### src/verilog/fpmul_settings.svh
`ifndef FPMUL_SETTINGS_SVH
`define FPMUL_SETTINGS_SVH

// cycles from the accepting edge to op_ack
`define FPMUL_LATENCY 3

// every NaN result uses this encoding
`define FPMUL_QNAN 32'h7fc0_0000

// mode after reset, RNE
`define FPMUL_RESET_RMODE 3'b000

// binary32 exponent bias
`define FPMUL_BIAS 127

`endif
### src/verilog/fpmul_pkg.sv
`default_nettype none

package fpmul_pkg;

    typedef struct packed {
        logic        sign;
        logic [7:0]  exp;
        logic [22:0] frac;
    } fp32_t;

    typedef enum logic [2:0] {
        RNE = 3'b000,
        RTZ = 3'b001,
        RDN = 3'b010,
        RUP = 3'b011,
        RMM = 3'b100
    } rmode_e;

    typedef struct packed {
        logic zero;
        logic inf;
        logic nan;
        logic sub;
    } fp_class_t;

    typedef struct packed {
        fp32_t x;
        fp32_t y;
    } mul_req_t;

    typedef struct packed {
        fp32_t z;
        logic  ovrf;
        logic  udrf;
        logic  inv;
    } mul_resp_t;

    // result class decided ahead of the datapath
    typedef enum logic [1:0] {
        SP_NONE = 2'b00,
        SP_ZERO = 2'b01,
        SP_INF  = 2'b10,
        SP_NAN  = 2'b11
    } spec_e;

    typedef struct packed {
        logic              sign;
        logic signed [9:0] exp_sum;
        spec_e             special;
        logic              inv;
        logic [47:0]       prod;
    } stage1_t;

    typedef struct packed {
        logic              sign;
        logic signed [9:0] exp;
        spec_e             special;
        logic              inv;
        logic [26:0]       sig;
    } stage2_t;

endpackage

`default_nettype wire

### src/verilog/fpmul_top.sv
`default_nettype none

`include "fpmul_settings.svh"

module fpmul_top (
    input  logic                 clk,
    input  logic                 rst_n,
    input  logic                 op_req,
    input  fpmul_pkg::mul_req_t  op,
    output logic                 op_ack,
    output fpmul_pkg::mul_resp_t res,
    input  logic                 cfg_req,
    input  logic [2:0]           cfg_mode,
    output logic                 cfg_ack
);

    import fpmul_pkg::*;

    logic [`FPMUL_LATENCY-1:0] valid;
    logic                      accept;

    rmode_e            mode_cur;
    rmode_e            s1_mode;
    rmode_e            s2_mode;
    logic              c_sign;
    logic signed [9:0] c_exp_sum;
    spec_e             c_special;
    logic              c_inv;
    logic [23:0]       sig_x;
    logic [23:0]       sig_y;
    logic [47:0]       prod;
    stage1_t           s1_d;
    stage1_t           s1_q;
    stage2_t           s2_d;
    stage2_t           s2_q;
    mul_resp_t         res_d;

    fpmul_mode_reg u_mode_reg (
        .clk      (clk),
        .rst_n    (rst_n),
        .cfg_req  (cfg_req),
        .cfg_mode (cfg_mode),
        .cfg_ack  (cfg_ack),
        .mode     (mode_cur)
    );

    fpmul_classify u_classify (
        .x       (op.x),
        .y       (op.y),
        .sign    (c_sign),
        .exp_sum (c_exp_sum),
        .special (c_special),
        .inv     (c_inv),
        .sig_x   (sig_x),
        .sig_y   (sig_y)
    );

    fpmul_booth u_booth (
        .a    (sig_x),
        .b    (sig_y),
        .prod (prod)
    );

    assign s1_d = '{sign: c_sign, exp_sum: c_exp_sum, special: c_special,
                    inv: c_inv, prod: prod};

    fpmul_norm u_norm (
        .in  (s1_q),
        .out (s2_d)
    );

    fpmul_round u_round (
        .in   (s2_q),
        .mode (s2_mode),
        .res  (res_d)
    );

    // one operation in flight, a fresh req needed after each ack
    assign accept = op_req && !op_ack && !(|valid);

    always_ff @(posedge clk or negedge rst_n) begin
        if (!rst_n) begin
            valid  <= '0;
            op_ack <= 1'b0;
            res    <= '0;
        end else begin
            valid <= {valid[`FPMUL_LATENCY-2:0], accept};
            if (valid[1]) begin
                res <= res_d;
            end
            if (valid[`FPMUL_LATENCY-1]) begin
                op_ack <= 1'b1;
            end else if (!op_req) begin
                op_ack <= 1'b0;
            end
        end
    end

    // mode travels with its operation
    always_ff @(posedge clk) begin
        if (accept) begin
            s1_q    <= s1_d;
            s1_mode <= mode_cur;
        end
        if (valid[0]) begin
            s2_q    <= s2_d;
            s2_mode <= s1_mode;
        end
    end

endmodule

`default_nettype wire

### src/verilog/fpmul_mode_reg.sv
`default_nettype none

`include "fpmul_settings.svh"

module fpmul_mode_reg (
    input  logic              clk,
    input  logic              rst_n,
    input  logic              cfg_req,
    input  logic [2:0]        cfg_mode,
    output logic              cfg_ack,
    output fpmul_pkg::rmode_e mode
);

    import fpmul_pkg::*;

    logic code_ok;

    // 101..111 are reserved
    assign code_ok = (cfg_mode <= 3'b100);

    always_ff @(posedge clk or negedge rst_n) begin
        if (!rst_n) begin
            cfg_ack <= 1'b0;
            mode    <= rmode_e'(`FPMUL_RESET_RMODE);
        end else begin
            if (cfg_req && !cfg_ack) begin
                cfg_ack <= 1'b1;
                if (code_ok) begin
                    mode <= rmode_e'(cfg_mode);
                end
            end else if (!cfg_req && cfg_ack) begin
                cfg_ack <= 1'b0;
            end
        end
    end

endmodule

`default_nettype wire

### src/verilog/fpmul_round.sv
`default_nettype none

`include "fpmul_settings.svh"

module fpmul_round (
    input  fpmul_pkg::stage2_t   in,
    input  fpmul_pkg::rmode_e    mode,
    output fpmul_pkg::mul_resp_t res
);

    import fpmul_pkg::*;

    logic              lsb;
    logic              guard;
    logic              sticky;
    logic              inexact;
    logic              inc;
    logic [24:0]       mant;
    logic [22:0]       frac;
    logic signed [9:0] exp_r;
    fp32_t             sat;

    always_comb begin
        lsb     = in.sig[3];
        guard   = in.sig[2];
        sticky  = |in.sig[1:0];
        inexact = guard | sticky;
        case (mode)
            RNE:     inc = guard & (sticky | lsb);
            RTZ:     inc = 1'b0;
            RDN:     inc = inexact & in.sign;
            RUP:     inc = inexact & ~in.sign;
            RMM:     inc = guard;
            default: inc = 1'b0;
        endcase
    end

    always_comb begin
        mant = {1'b0, in.sig[26:3]} + 25'(inc);
        // carry out means 10.000..., renormalize by one
        exp_r = in.exp + (mant[24] ? 10'sd1 : 10'sd0);
        // fraction bits are all zero after a carry out
        frac  = mant[22:0];
    end

    // overflow target, infinity or largest finite
    always_comb begin
        sat.sign = in.sign;
        case (mode)
            RTZ:     sat.exp = 8'hfe;
            RDN:     sat.exp = in.sign ? 8'hff : 8'hfe;
            RUP:     sat.exp = in.sign ? 8'hfe : 8'hff;
            default: sat.exp = 8'hff;
        endcase
        sat.frac = (sat.exp == 8'hfe) ? 23'h7fffff : 23'd0;
    end

    always_comb begin
        res = '0;
        case (in.special)
            SP_ZERO: begin
                res.z.sign = in.sign;
            end
            SP_INF: begin
                res.z.sign = in.sign;
                res.z.exp  = 8'hff;
            end
            SP_NAN: begin
                res.z   = `FPMUL_QNAN;
                res.inv = in.inv;
            end
            default: begin
                if (exp_r <= 10'sd0) begin
                    res.z.sign = in.sign;
                    res.udrf   = 1'b1;
                end else if (exp_r >= 10'sd255) begin
                    res.z    = sat;
                    res.ovrf = 1'b1;
                end else begin
                    res.z.sign = in.sign;
                    res.z.exp  = exp_r[7:0];
                    res.z.frac = frac;
                end
            end
        endcase
    end

endmodule

`default_nettype wire

### src/verilog/fpmul_norm.sv
`default_nettype none

module fpmul_norm (
    input  fpmul_pkg::stage1_t in,
    output fpmul_pkg::stage2_t out
);

    import fpmul_pkg::*;

    logic [47:0] aligned;

    always_comb begin
        out.sign    = in.sign;
        out.special = in.special;
        out.inv     = in.inv;

        // product lies in [1,4), leading one at bit 47 or 46
        if (in.prod[47]) begin
            aligned = in.prod;
            out.exp = in.exp_sum + 10'sd1;
        end else begin
            aligned = {in.prod[46:0], 1'b0};
            out.exp = in.exp_sum;
        end

        // 24 significand bits, guard, round, then sticky
        out.sig = {aligned[47:22], |aligned[21:0]};
    end

endmodule

`default_nettype wire

### src/verilog/fpmul_booth.sv
`default_nettype none

module fpmul_booth (
    input  logic [23:0] a,
    input  logic [23:0] b,
    output logic [47:0] prod
);

    localparam int NDIG = 13;

    // b with two zero bits on top and the implicit b[-1] below
    logic [26:0] bx;
    logic [47:0] pp [NDIG];

    assign bx = {2'b00, b, 1'b0};

    for (genvar i = 0; i < NDIG; i++) begin : g_pp
        logic [2:0]  grp;
        logic [25:0] sel;

        assign grp = bx[2*i +: 3];

        // digit in -2..+2 picks a multiple of a
        always_comb begin
            case (grp)
                3'b000: begin
                    sel = 26'd0;
                end
                3'b001, 3'b010: begin
                    sel = {2'b00, a};
                end
                3'b011: begin
                    sel = {1'b0, a, 1'b0};
                end
                3'b100: begin
                    sel = -{1'b0, a, 1'b0};
                end
                3'b101, 3'b110: begin
                    sel = -{2'b00, a};
                end
                default: begin
                    sel = 26'd0;
                end
            endcase
        end

        // sign extend to full width, then weight by 4^i
        assign pp[i] = {{22{sel[25]}}, sel} << (2 * i);
    end

    // wraps mod 2^48, which is exact for an unsigned 24x24 product
    always_comb begin
        prod = 48'd0;
        for (int k = 0; k < NDIG; k++) begin
            prod = prod + pp[k];
        end
    end

endmodule

`default_nettype wire

### src/verilog/fpmul_classify.sv
`default_nettype none

`include "fpmul_settings.svh"

module fpmul_classify (
    input  fpmul_pkg::fp32_t  x,
    input  fpmul_pkg::fp32_t  y,
    output logic              sign,
    output logic signed [9:0] exp_sum,
    output fpmul_pkg::spec_e  special,
    output logic              inv,
    output logic [23:0]       sig_x,
    output logic [23:0]       sig_y
);

    import fpmul_pkg::*;

    localparam logic signed [9:0] BIAS = 10'(`FPMUL_BIAS);

    fp_class_t cx;
    fp_class_t cy;
    logic      zx;
    logic      zy;
    logic      inf_x_zero;

    function automatic fp_class_t get_class(input fp32_t v);
        fp_class_t c;
        c.zero = (v.exp == 8'h00) && (v.frac == 23'd0);
        c.sub  = (v.exp == 8'h00) && (v.frac != 23'd0);
        c.inf  = (v.exp == 8'hff) && (v.frac == 23'd0);
        c.nan  = (v.exp == 8'hff) && (v.frac != 23'd0);
        return c;
    endfunction

    always_comb begin
        cx = get_class(x);
        cy = get_class(y);
        // subnormals flushed, so they act as zeros
        zx = cx.zero | cx.sub;
        zy = cy.zero | cy.sub;
        inf_x_zero = (cx.inf & zy) | (cy.inf & zx);
    end

    always_comb begin
        sign    = x.sign ^ y.sign;
        exp_sum = $signed({2'b00, x.exp}) + $signed({2'b00, y.exp}) - BIAS;
        inv     = inf_x_zero;
        if (cx.nan || cy.nan || inf_x_zero) begin
            special = SP_NAN;
        end else if (cx.inf || cy.inf) begin
            special = SP_INF;
        end else if (zx || zy) begin
            special = SP_ZERO;
        end else begin
            special = SP_NONE;
        end
    end

    // hidden one restored for the multiplier
    assign sig_x = zx ? 24'd0 : {1'b1, x.frac};
    assign sig_y = zy ? 24'd0 : {1'b1, y.frac};

endmodule

`default_nettype wire

### config.mk
export PLATFORM = sky130hd
export DESIGN_NAME = fpmul_top
export DESIGN_NICKNAME = d
export VERILOG_FILES = /design/src/verilog/fpmul_pkg.sv /design/src/verilog/fpmul_top.sv /design/src/verilog/fpmul_mode_reg.sv /design/src/verilog/fpmul_round.sv /design/src/verilog/fpmul_norm.sv /design/src/verilog/fpmul_booth.sv /design/src/verilog/fpmul_classify.sv
export VERILOG_INCLUDE_DIRS = /design/src /design/src/verilog
export SDC_FILE = /design/constraint.sdc
export NUM_CORES = 1
export LEC_CHECK = 0
export ABC_AREA = 1
export BUFFER_PORTS_ARGS = -buffer_cell sky130_fd_sc_hd__buf_2
export CORE_MARGIN = 4
export CORE_UTILIZATION = 25
export DETAILED_ROUTE_END_ITERATION = 6
export PLACE_DENSITY = 0.44
export SYNTH_ARGS = -nofsm -noshare
export SYNTH_HDL_FRONTEND = slang
export SYNTH_SLANG_ARGS = --single-unit
### constraint.sdc
create_clock -name clk -period 20.2 [get_ports clk]
set_clock_uncertainty 0.2 [all_clocks]
set_input_delay 4.04 -clock clk [delete_from_list [all_inputs] [get_ports clk]]
set_output_delay 4.04 -clock clk [all_outputs]
set_load 0.02 [all_outputs]
==> impl_metrics.csv, run 1 <==
group,metric,value,unit
status,outcome,"finished clean",
setup_path,crit_path_frequent_cell,"nand2_1",
cts,cts_tree,"yes",
place,hpwl,96740,µm
floorplan,io_pins,108,
floorplan,die-area,0.1121,mm²
cts,post-cts-setup-buffers,0,
cts,clock-root-buffer,"clkbuf_16",
timing,slew_headroom,24.28,%
setup_path,cp_slowest_cell,"fa_1",
min_path,hold_path_end,"s2_mode[2]",
setup_path,cp-start-kind,"input pin",
floorplan,fp.dieW,334.8,µm
setup_path,cpPeakStageDelay,0.61,ns
route,detail_route.vias_per_cell,5.208,
synth,async_reset_ff_share,28.29,%
global_route,grt_start_max_net_pins,67,
place,place_inst,5014,
synth,synthTopCellsByArea,"fa_1, edfxtp_1, nand2_1, inv_1, ha_1",
timing,rsz0062_at_grt,"no",
global_route,grt_overflow,0,
global_route,grt_pass1_vias,26938,
global_route,met1_usage,27.64,%
timing,finalSetupViolCount,0,
finish,register_area,0.004350,mm²
setup_path,worstPathRequired,20.17,ns
synth,ys_warn_count,0,
setup_path,r2r_cells,22,
synth,synth_top_area_share,22.26,%
timing,slew_viol_final,0,
finish,nNetsFinal,4133,
timing,tns,0,ns
route,dr.pass1.iters,6,
synth,synth.distinct_cells,62,
synth,synth_most_common_cell,"nand2_1",
setup_path,cp_data_arrival_time,14.83,ns
min_path,min-delay-start,"s1_mode[2]",
synth,synth.net_count,4122,
cts,cts-htree-levels,4,
floorplan,fp.dieH,334.8,µm
finish,fin_cells,5046,
synth,synthesis.area,0.02671,mm²
cts,ctsResizeCount,0,
route,ant_nets,0,
cts,clkLatencyLatePin,0.43,ns
cts,postCtsHoldBufs,0,
synth,synth_cells,3631,
floorplan,num_rows,119,
global_route,grt.busiest_layer,"met2",
place,gp_congestion,0.9825,
route,wirelength,121800,µm
route,drc,0,
timing,clock.fmax,0.06731,GHz
finish,layout-drive-gt1-share,8.347,%
setup_path,crit_fanout,30,
setup_path,rr_startpoint,"s2_q[40]",
global_route,met3_usage,4.756,%
global_route,grt_pass1_wl,179500,µm
synth,ys_seq_area_share,16.28,%
finish,final_cell_area,0.02919,mm²
synth,ys.flop_type,"edfxtp_1",
floorplan,core-area,0.1057,mm²
route,avgRoutedWirePerCell,24.13,µm
place,port-buffer-count,107,
route,vias,26282,
synth,synth-seq-cells,152,
cts,numCtsBuffers,17,
global_route,groute.layer.met2.usage,33.55,%
setup_path,end_kind,"flop",
min_path,hold_class,"flop to flop",
timing,fin_crit,14.86,ns
setup_path,path_buf_inv,11,
floorplan,start_util,25.26,%
setup_path,reg2reg_slack,14.44,ns
timing,hold_viol,0,
finish,multi_input_area,0.01929,mm²
cts,clock_path_buffers,2,
setup_path,r2r-end,"res[15]",
global_route,antenna_found_initial,1,
global_route,track_usage,21.25,%
timing,tightest_slew,1.136,ns
finish,area_delta_synth_final,9.290,%
run,drv_cap,0,
cts,clock-sinks,152,
setup_path,crit_family,"simple AND/OR/NAND/NOR gates",
synth,synth_edf_count,109,
place,place_area,0.02861,mm²
route,drtIter0Drc,2832,
synth,synth_area_per_cell,7.355,µm²
synth,yosysTopAreaCell,"fa_1",
setup_path,critical_path_class,"input pin to flop",
min_path,worstHoldPathCells,0,
finish,fillers,11835,
cts,clk_pin_slew,0.06,ns
timing,final.period_utilization,73.54,%
synth,ys_top_cells_by_count,"nand2_1, inv_1, nor2_1",
-- through the flow --
| stage | utilization (%) | hold WS [ns] | setup WS, ns |
|---|---|---|---|
| global route | 27.61 | 0.2148 | 4.710 |
| floorplan | - | 0.2003 | 7.448 |
| global placement | 27.06 | 0.2018 | 4.994 |
| CTS | 27.61 | 0.2116 | 5.314 |
| finish | 27.61 | 0.2112 | 5.344 |
| detailed placement | 27.06 | 0.2045 | 4.829 |
-- worst max path at each step --
stage            from  endpoint  slack [ns]  cells after the start
2_1_floorplan  op[61]  s1_q[46]        7.45                     41
3_3_place_gp   op[56]  s1_q[46]        4.99                     43
5_1_grt        op[56]  s1_q[46]        4.71                     43
6_report       op[56]  s1_q[46]        5.34                     43
4_1_cts        op[56]  s1_q[46]        5.31                     45
3_5_place_dp   op[56]  s1_q[46]        4.83                     45
-- cell type report --
cell class | instances | share of cell area (%)
diodes | 1 | 0.008573
clock buffers | 23 | 1.766
clock inverters | 8 | 0.2015
inverters | 604 | 7.767
multi-input cells | 2703 | 66.09
flip-flops and latches | 152 | 14.90
well taps | 1391 | 5.963
repair buffers | 164 | 3.301
-- cell families after synthesis --
kind of cell,count (synthesis),synth area share [%]
AND/OR/NAND/NOR,1491,24.69
buffers and inverters,776,11.56
AO/OA/AOI/OAI,679,15.65
adder cells (fa/ha/maj),420,28.03
flip-flops,152,16.28
XOR/XNOR,110,3.664
multiplexers,3,0.1265
-- sequential cells by signal (all words and copies together), names as in the netlist --
name and cells:
s1_q 62, op_ack 1, u_mode_reg.cfg_ack 1, res 35, u_mode_reg.mode 3, s1_mode 3
s2_mode 3, valid 3, s2_q 41
-- cells in the final DEF (no fill, tap or decap), types with 27 or more instances in the layout --
cell type	instances
nand2_1	735
inv_1	573
nor2_1	344
fa_1	297
o22ai_1	230
nand3_1	178
a21oi_1	159
ha_1	123
o21ai_0	115
edfxtp_1	109
buf_2	107
xor2_1	81
buf_4	57
o21bai_1	53
nand3b_1	52
nand4_1	44
dfrtp_1	42
nor3_1	36
o221ai_1	29
nor3_2	27
xnor2_1	27
-- worst register-to-register path: cells and delay by family (launching register included) --
family                   cells  cell delay, ns
AND/OR/NAND/NOR             15            3.44
adder cells (fa/ha/maj)      3            0.78
XOR/XNOR                     2            0.54
flip-flops                   1            0.41
AO/OA/AOI/OAI                1            0.18
buffers and inverters        1            0.14
-- per-layer routing --
layer,wire length [µm],share of wire (%)
met5,13,0.011
met3,10830,8.9
met1,51190,42
met2,53260,44
met4,6469,5.3
Power of run 1 is not shown: default switching activity piles up to over one toggle a cycle in this logic, so the estimate is an artifact.
==> inputs of run 2 (changes only) <==
--- a/config.mk
+++ b/config.mk
@@ -6,12 +6,12 @@
 export SDC_FILE = /design/constraint.sdc
 export NUM_CORES = 1
 export LEC_CHECK = 0
-export ABC_AREA = 1
+export ABC_AREA = 0
 export BUFFER_PORTS_ARGS = -buffer_cell sky130_fd_sc_hd__buf_2
 export CORE_MARGIN = 4
 export CORE_UTILIZATION = 25
 export DETAILED_ROUTE_END_ITERATION = 6
-export PLACE_DENSITY = 0.44
+export PLACE_DENSITY = 0.45
 export SYNTH_ARGS = -nofsm -noshare
 export SYNTH_HDL_FRONTEND = slang
 export SYNTH_SLANG_ARGS = --single-unit
==> constraint.sdc (replaced) <==
create_clock -name clk -period 11.97 [get_ports clk]
set_clock_uncertainty 0.2 [all_clocks]
set_input_delay 2.394 -clock clk [delete_from_list [all_inputs] [get_ports clk]]
set_output_delay 2.394 -clock clk [all_outputs]
set_load 0.02 [all_outputs]
==> run 2 against run 1 <==
Setup slack worse by 4.8 ns; the run now ends with DRC left; critical path type unchanged; non-clock buffer count up 269; first-iteration DRC count up 27%; largest cell class unchanged; wire length up 3.9%; area after synthesis down 0.30%.
==> impl_metrics.csv, run 2 <==
group,metric,value,unit
cts,clock-sinks,152,
global_route,grt_start_max_net_pins,67,
place,place_area,0.03053,mm²
global_route,track_usage,22.24,%
timing,slew_viol_final,0,
synth,synth_top_area_share,22.33,%
synth,ys_warn_count,0,
place,gp_congestion,1.023,
setup_path,cp_slowest_cell,"fa_1",
synth,synthAdderAreaFrac,28.11,%
floorplan,fp.dieH,334.3,µm
setup_path,reg2reg_slack,6.08,ns
cts,clkLatencyLatePin,0.44,ns
place,port-buffer-count,107,
setup_path,cp-start-kind,"input pin",
route,drtIter0Drc,3588,
synth,synth_xor_area_share,6.438,%
cts,clk_pin_slew,0.07,ns
place,hpwl,98970,µm
route,avgRoutedWirePerCell,26.30,µm
synth,ys_top_cells_by_count,"inv_1, nand2_1, fa_1",
route,ant_nets,0,
synth,synthTopCellsByArea,"fa_1, edfxtp_1, ha_1, inv_1, o21ai_0",
cts,clock_path_buffers,2,
finish,top_regs,"s1_q (62), s2_q (41), res (35)",
synth,synth_simple_gate_area_share,15.41,%
run,drv_cap,0,
setup_path,cpPeakStageDelay,0.56,ns
synth,synth_top_family_by_area,"adder cells",
status,violations,"DRC",
finish,final_cell_mix,"inv_1, buf_4, nand2_1",
global_route,grt_pass1_vias,26249,
cts,cts_tree,"yes",
timing,finalSetupViolCount,0,
synth,async_reset_ff_share,28.29,%
cts,post-cts-setup-buffers,0,
route,dr.pass1.iters,7,
synth,synthMuxAreaShare,1.739,%
synth,synth_area_per_cell,8.266,µm²
synth,yosysTopAreaCell,"fa_1",
floorplan,io_pins,108,
synth,synth.net_count,3712,
cts,ctsResizeCount,0,
global_route,grt_overflow,0,
floorplan,fp.dieW,334.3,µm
floorplan,num_rows,119,
finish,final_cell_area,0.03114,mm²
route,detail_route.vias_per_cell,5.476,
synth,ys_seq_area_share,16.33,%
route,wirelength,126600,µm
cts,cts-htree-levels,4,
cts,numCtsBuffers,17,
floorplan,core-area,0.1056,mm²
synth,ys.flop_type,"edfxtp_1",
finish,nNetsFinal,3897,
synth,synth.distinct_cells,88,
global_route,grt_pass1_wl,184200,µm
route,vias,26355,
route,drc,9,
setup_path,worstPathRequired,11.96,ns
timing,final.period_utilization,95.17,%
floorplan,die-area,0.1118,mm²
synth,synth_cells,3221,
cts,postCtsHoldBufs,0,
timing,rsz0062_at_grt,"no",
timing,hold_viol,0,
synth,synth-seq-cells,152,
synth,synthesis.area,0.02663,mm²
timing,slew_headroom,16.08,%
setup_path,crit_path_frequent_cell,"fa_1",
finish,final_common_cell,"inv_1",
cts,clock-root-buffer,"clkbuf_16",
setup_path,end_kind,"flop",
finish,largest-register,"s1_q",
finish,area_delta_synth_final,16.97,%
finish,layout-drive-gt1-share,17.08,%
synth,synth_most_common_cell,"inv_1",
setup_path,crit_fanout,6,
synth,synth_edf_count,109,
setup_path,cp_data_arrival_time,11.38,ns
timing,clock.fmax,0.08778,GHz
min_path,hold_class,"flop to flop",
global_route,antenna_found_initial,5,
synth,synth_compound_area_share,22.70,%
timing,fin_crit,11.39,ns
finish,largest_reg_flops,62,
timing,tightest_slew,1.254,ns
floorplan,start_util,25.22,%
setup_path,critical_path_class,"input pin to flop",
status,outcome,"complete, but fails checks",
## run 2: cell families after synthesis
family	Yosys count
AO/OA/AOI/OAI	906
AND/OR/NAND/NOR	875
buffers and inverters	632
adder cells (fa/ha/maj)	420
XOR/XNOR	194
flip-flops	152
multiplexers	42
## run 2: layout make-up
class / count / area, µm²
Antenna cell: 3 / 7.507
Clock buffer: 18 / 429.2
Clock inverter: 14 / 130.1
Fill cell: 11280 / 74420
Inverter: 365 / 1374
Multi-Input combinational cell: 2437 / 20080
Sequential cell: 152 / 4350
Tap cell: 1391 / 1740
Timing Repair Buffer: 433 / 3033
## run 2: critical path, delay by kind of cell
| family | cells | cell delay (ns) |
|---|---|---|
| adder cells (fa/ha/maj) | 8 | 3.21 |
| AO/OA/AOI/OAI | 12 | 2.47 |
| AND/OR/NAND/NOR | 12 | 2.13 |
| XOR/XNOR | 3 | 0.60 |
| buffers and inverters | 4 | 0.53 |
## run 2: path summary, 6_finish.rpt
check / endpoint / start / cells after the start
setup / recovery: s1_q[46] / op[57] / 39
hold / removal: s2_mode[1] / s1_mode[1] / 0
setup reg to reg: res[3] / s2_q[40] / 25
hold reg to reg: s2_mode[1] / s1_mode[1] / 0
max in group asynchronous: valid[0] / rst_n / 2
min in group asynchronous: u_mode_reg.mode[0] / rst_n / 2
## run 2: metal layers
metal	global-route usage, %	vias to the layer above	share of wire, %	wire length, µm
met5	0	-	0.032	41
met4	10.44	6	5.1	6514
met3	6.270	351	11	13610
met2	33.05	1551	42	52780
met1	29.85	12790	42	53630
li1	-	11657	-	-
## run 2: per-stage QoR
stage	setup TNS [ns]	hold slack (ns)	std cells	setup WS [ns]	utilization (%)
global route	0	0.2240	4810	0.02207	29.50
detailed placement	-0.09264	0.2045	4778	-0.07307	28.92
finish	0	0.2076	4813	0.5780	29.50
CTS	0	0.2137	4810	0.3683	29.45
floorplan	-0.01867	0.1519	3221	-0.01867	-
global placement	0	0.2037	4778	0.06099	28.92
Power of run 2 is left out for the same reason.
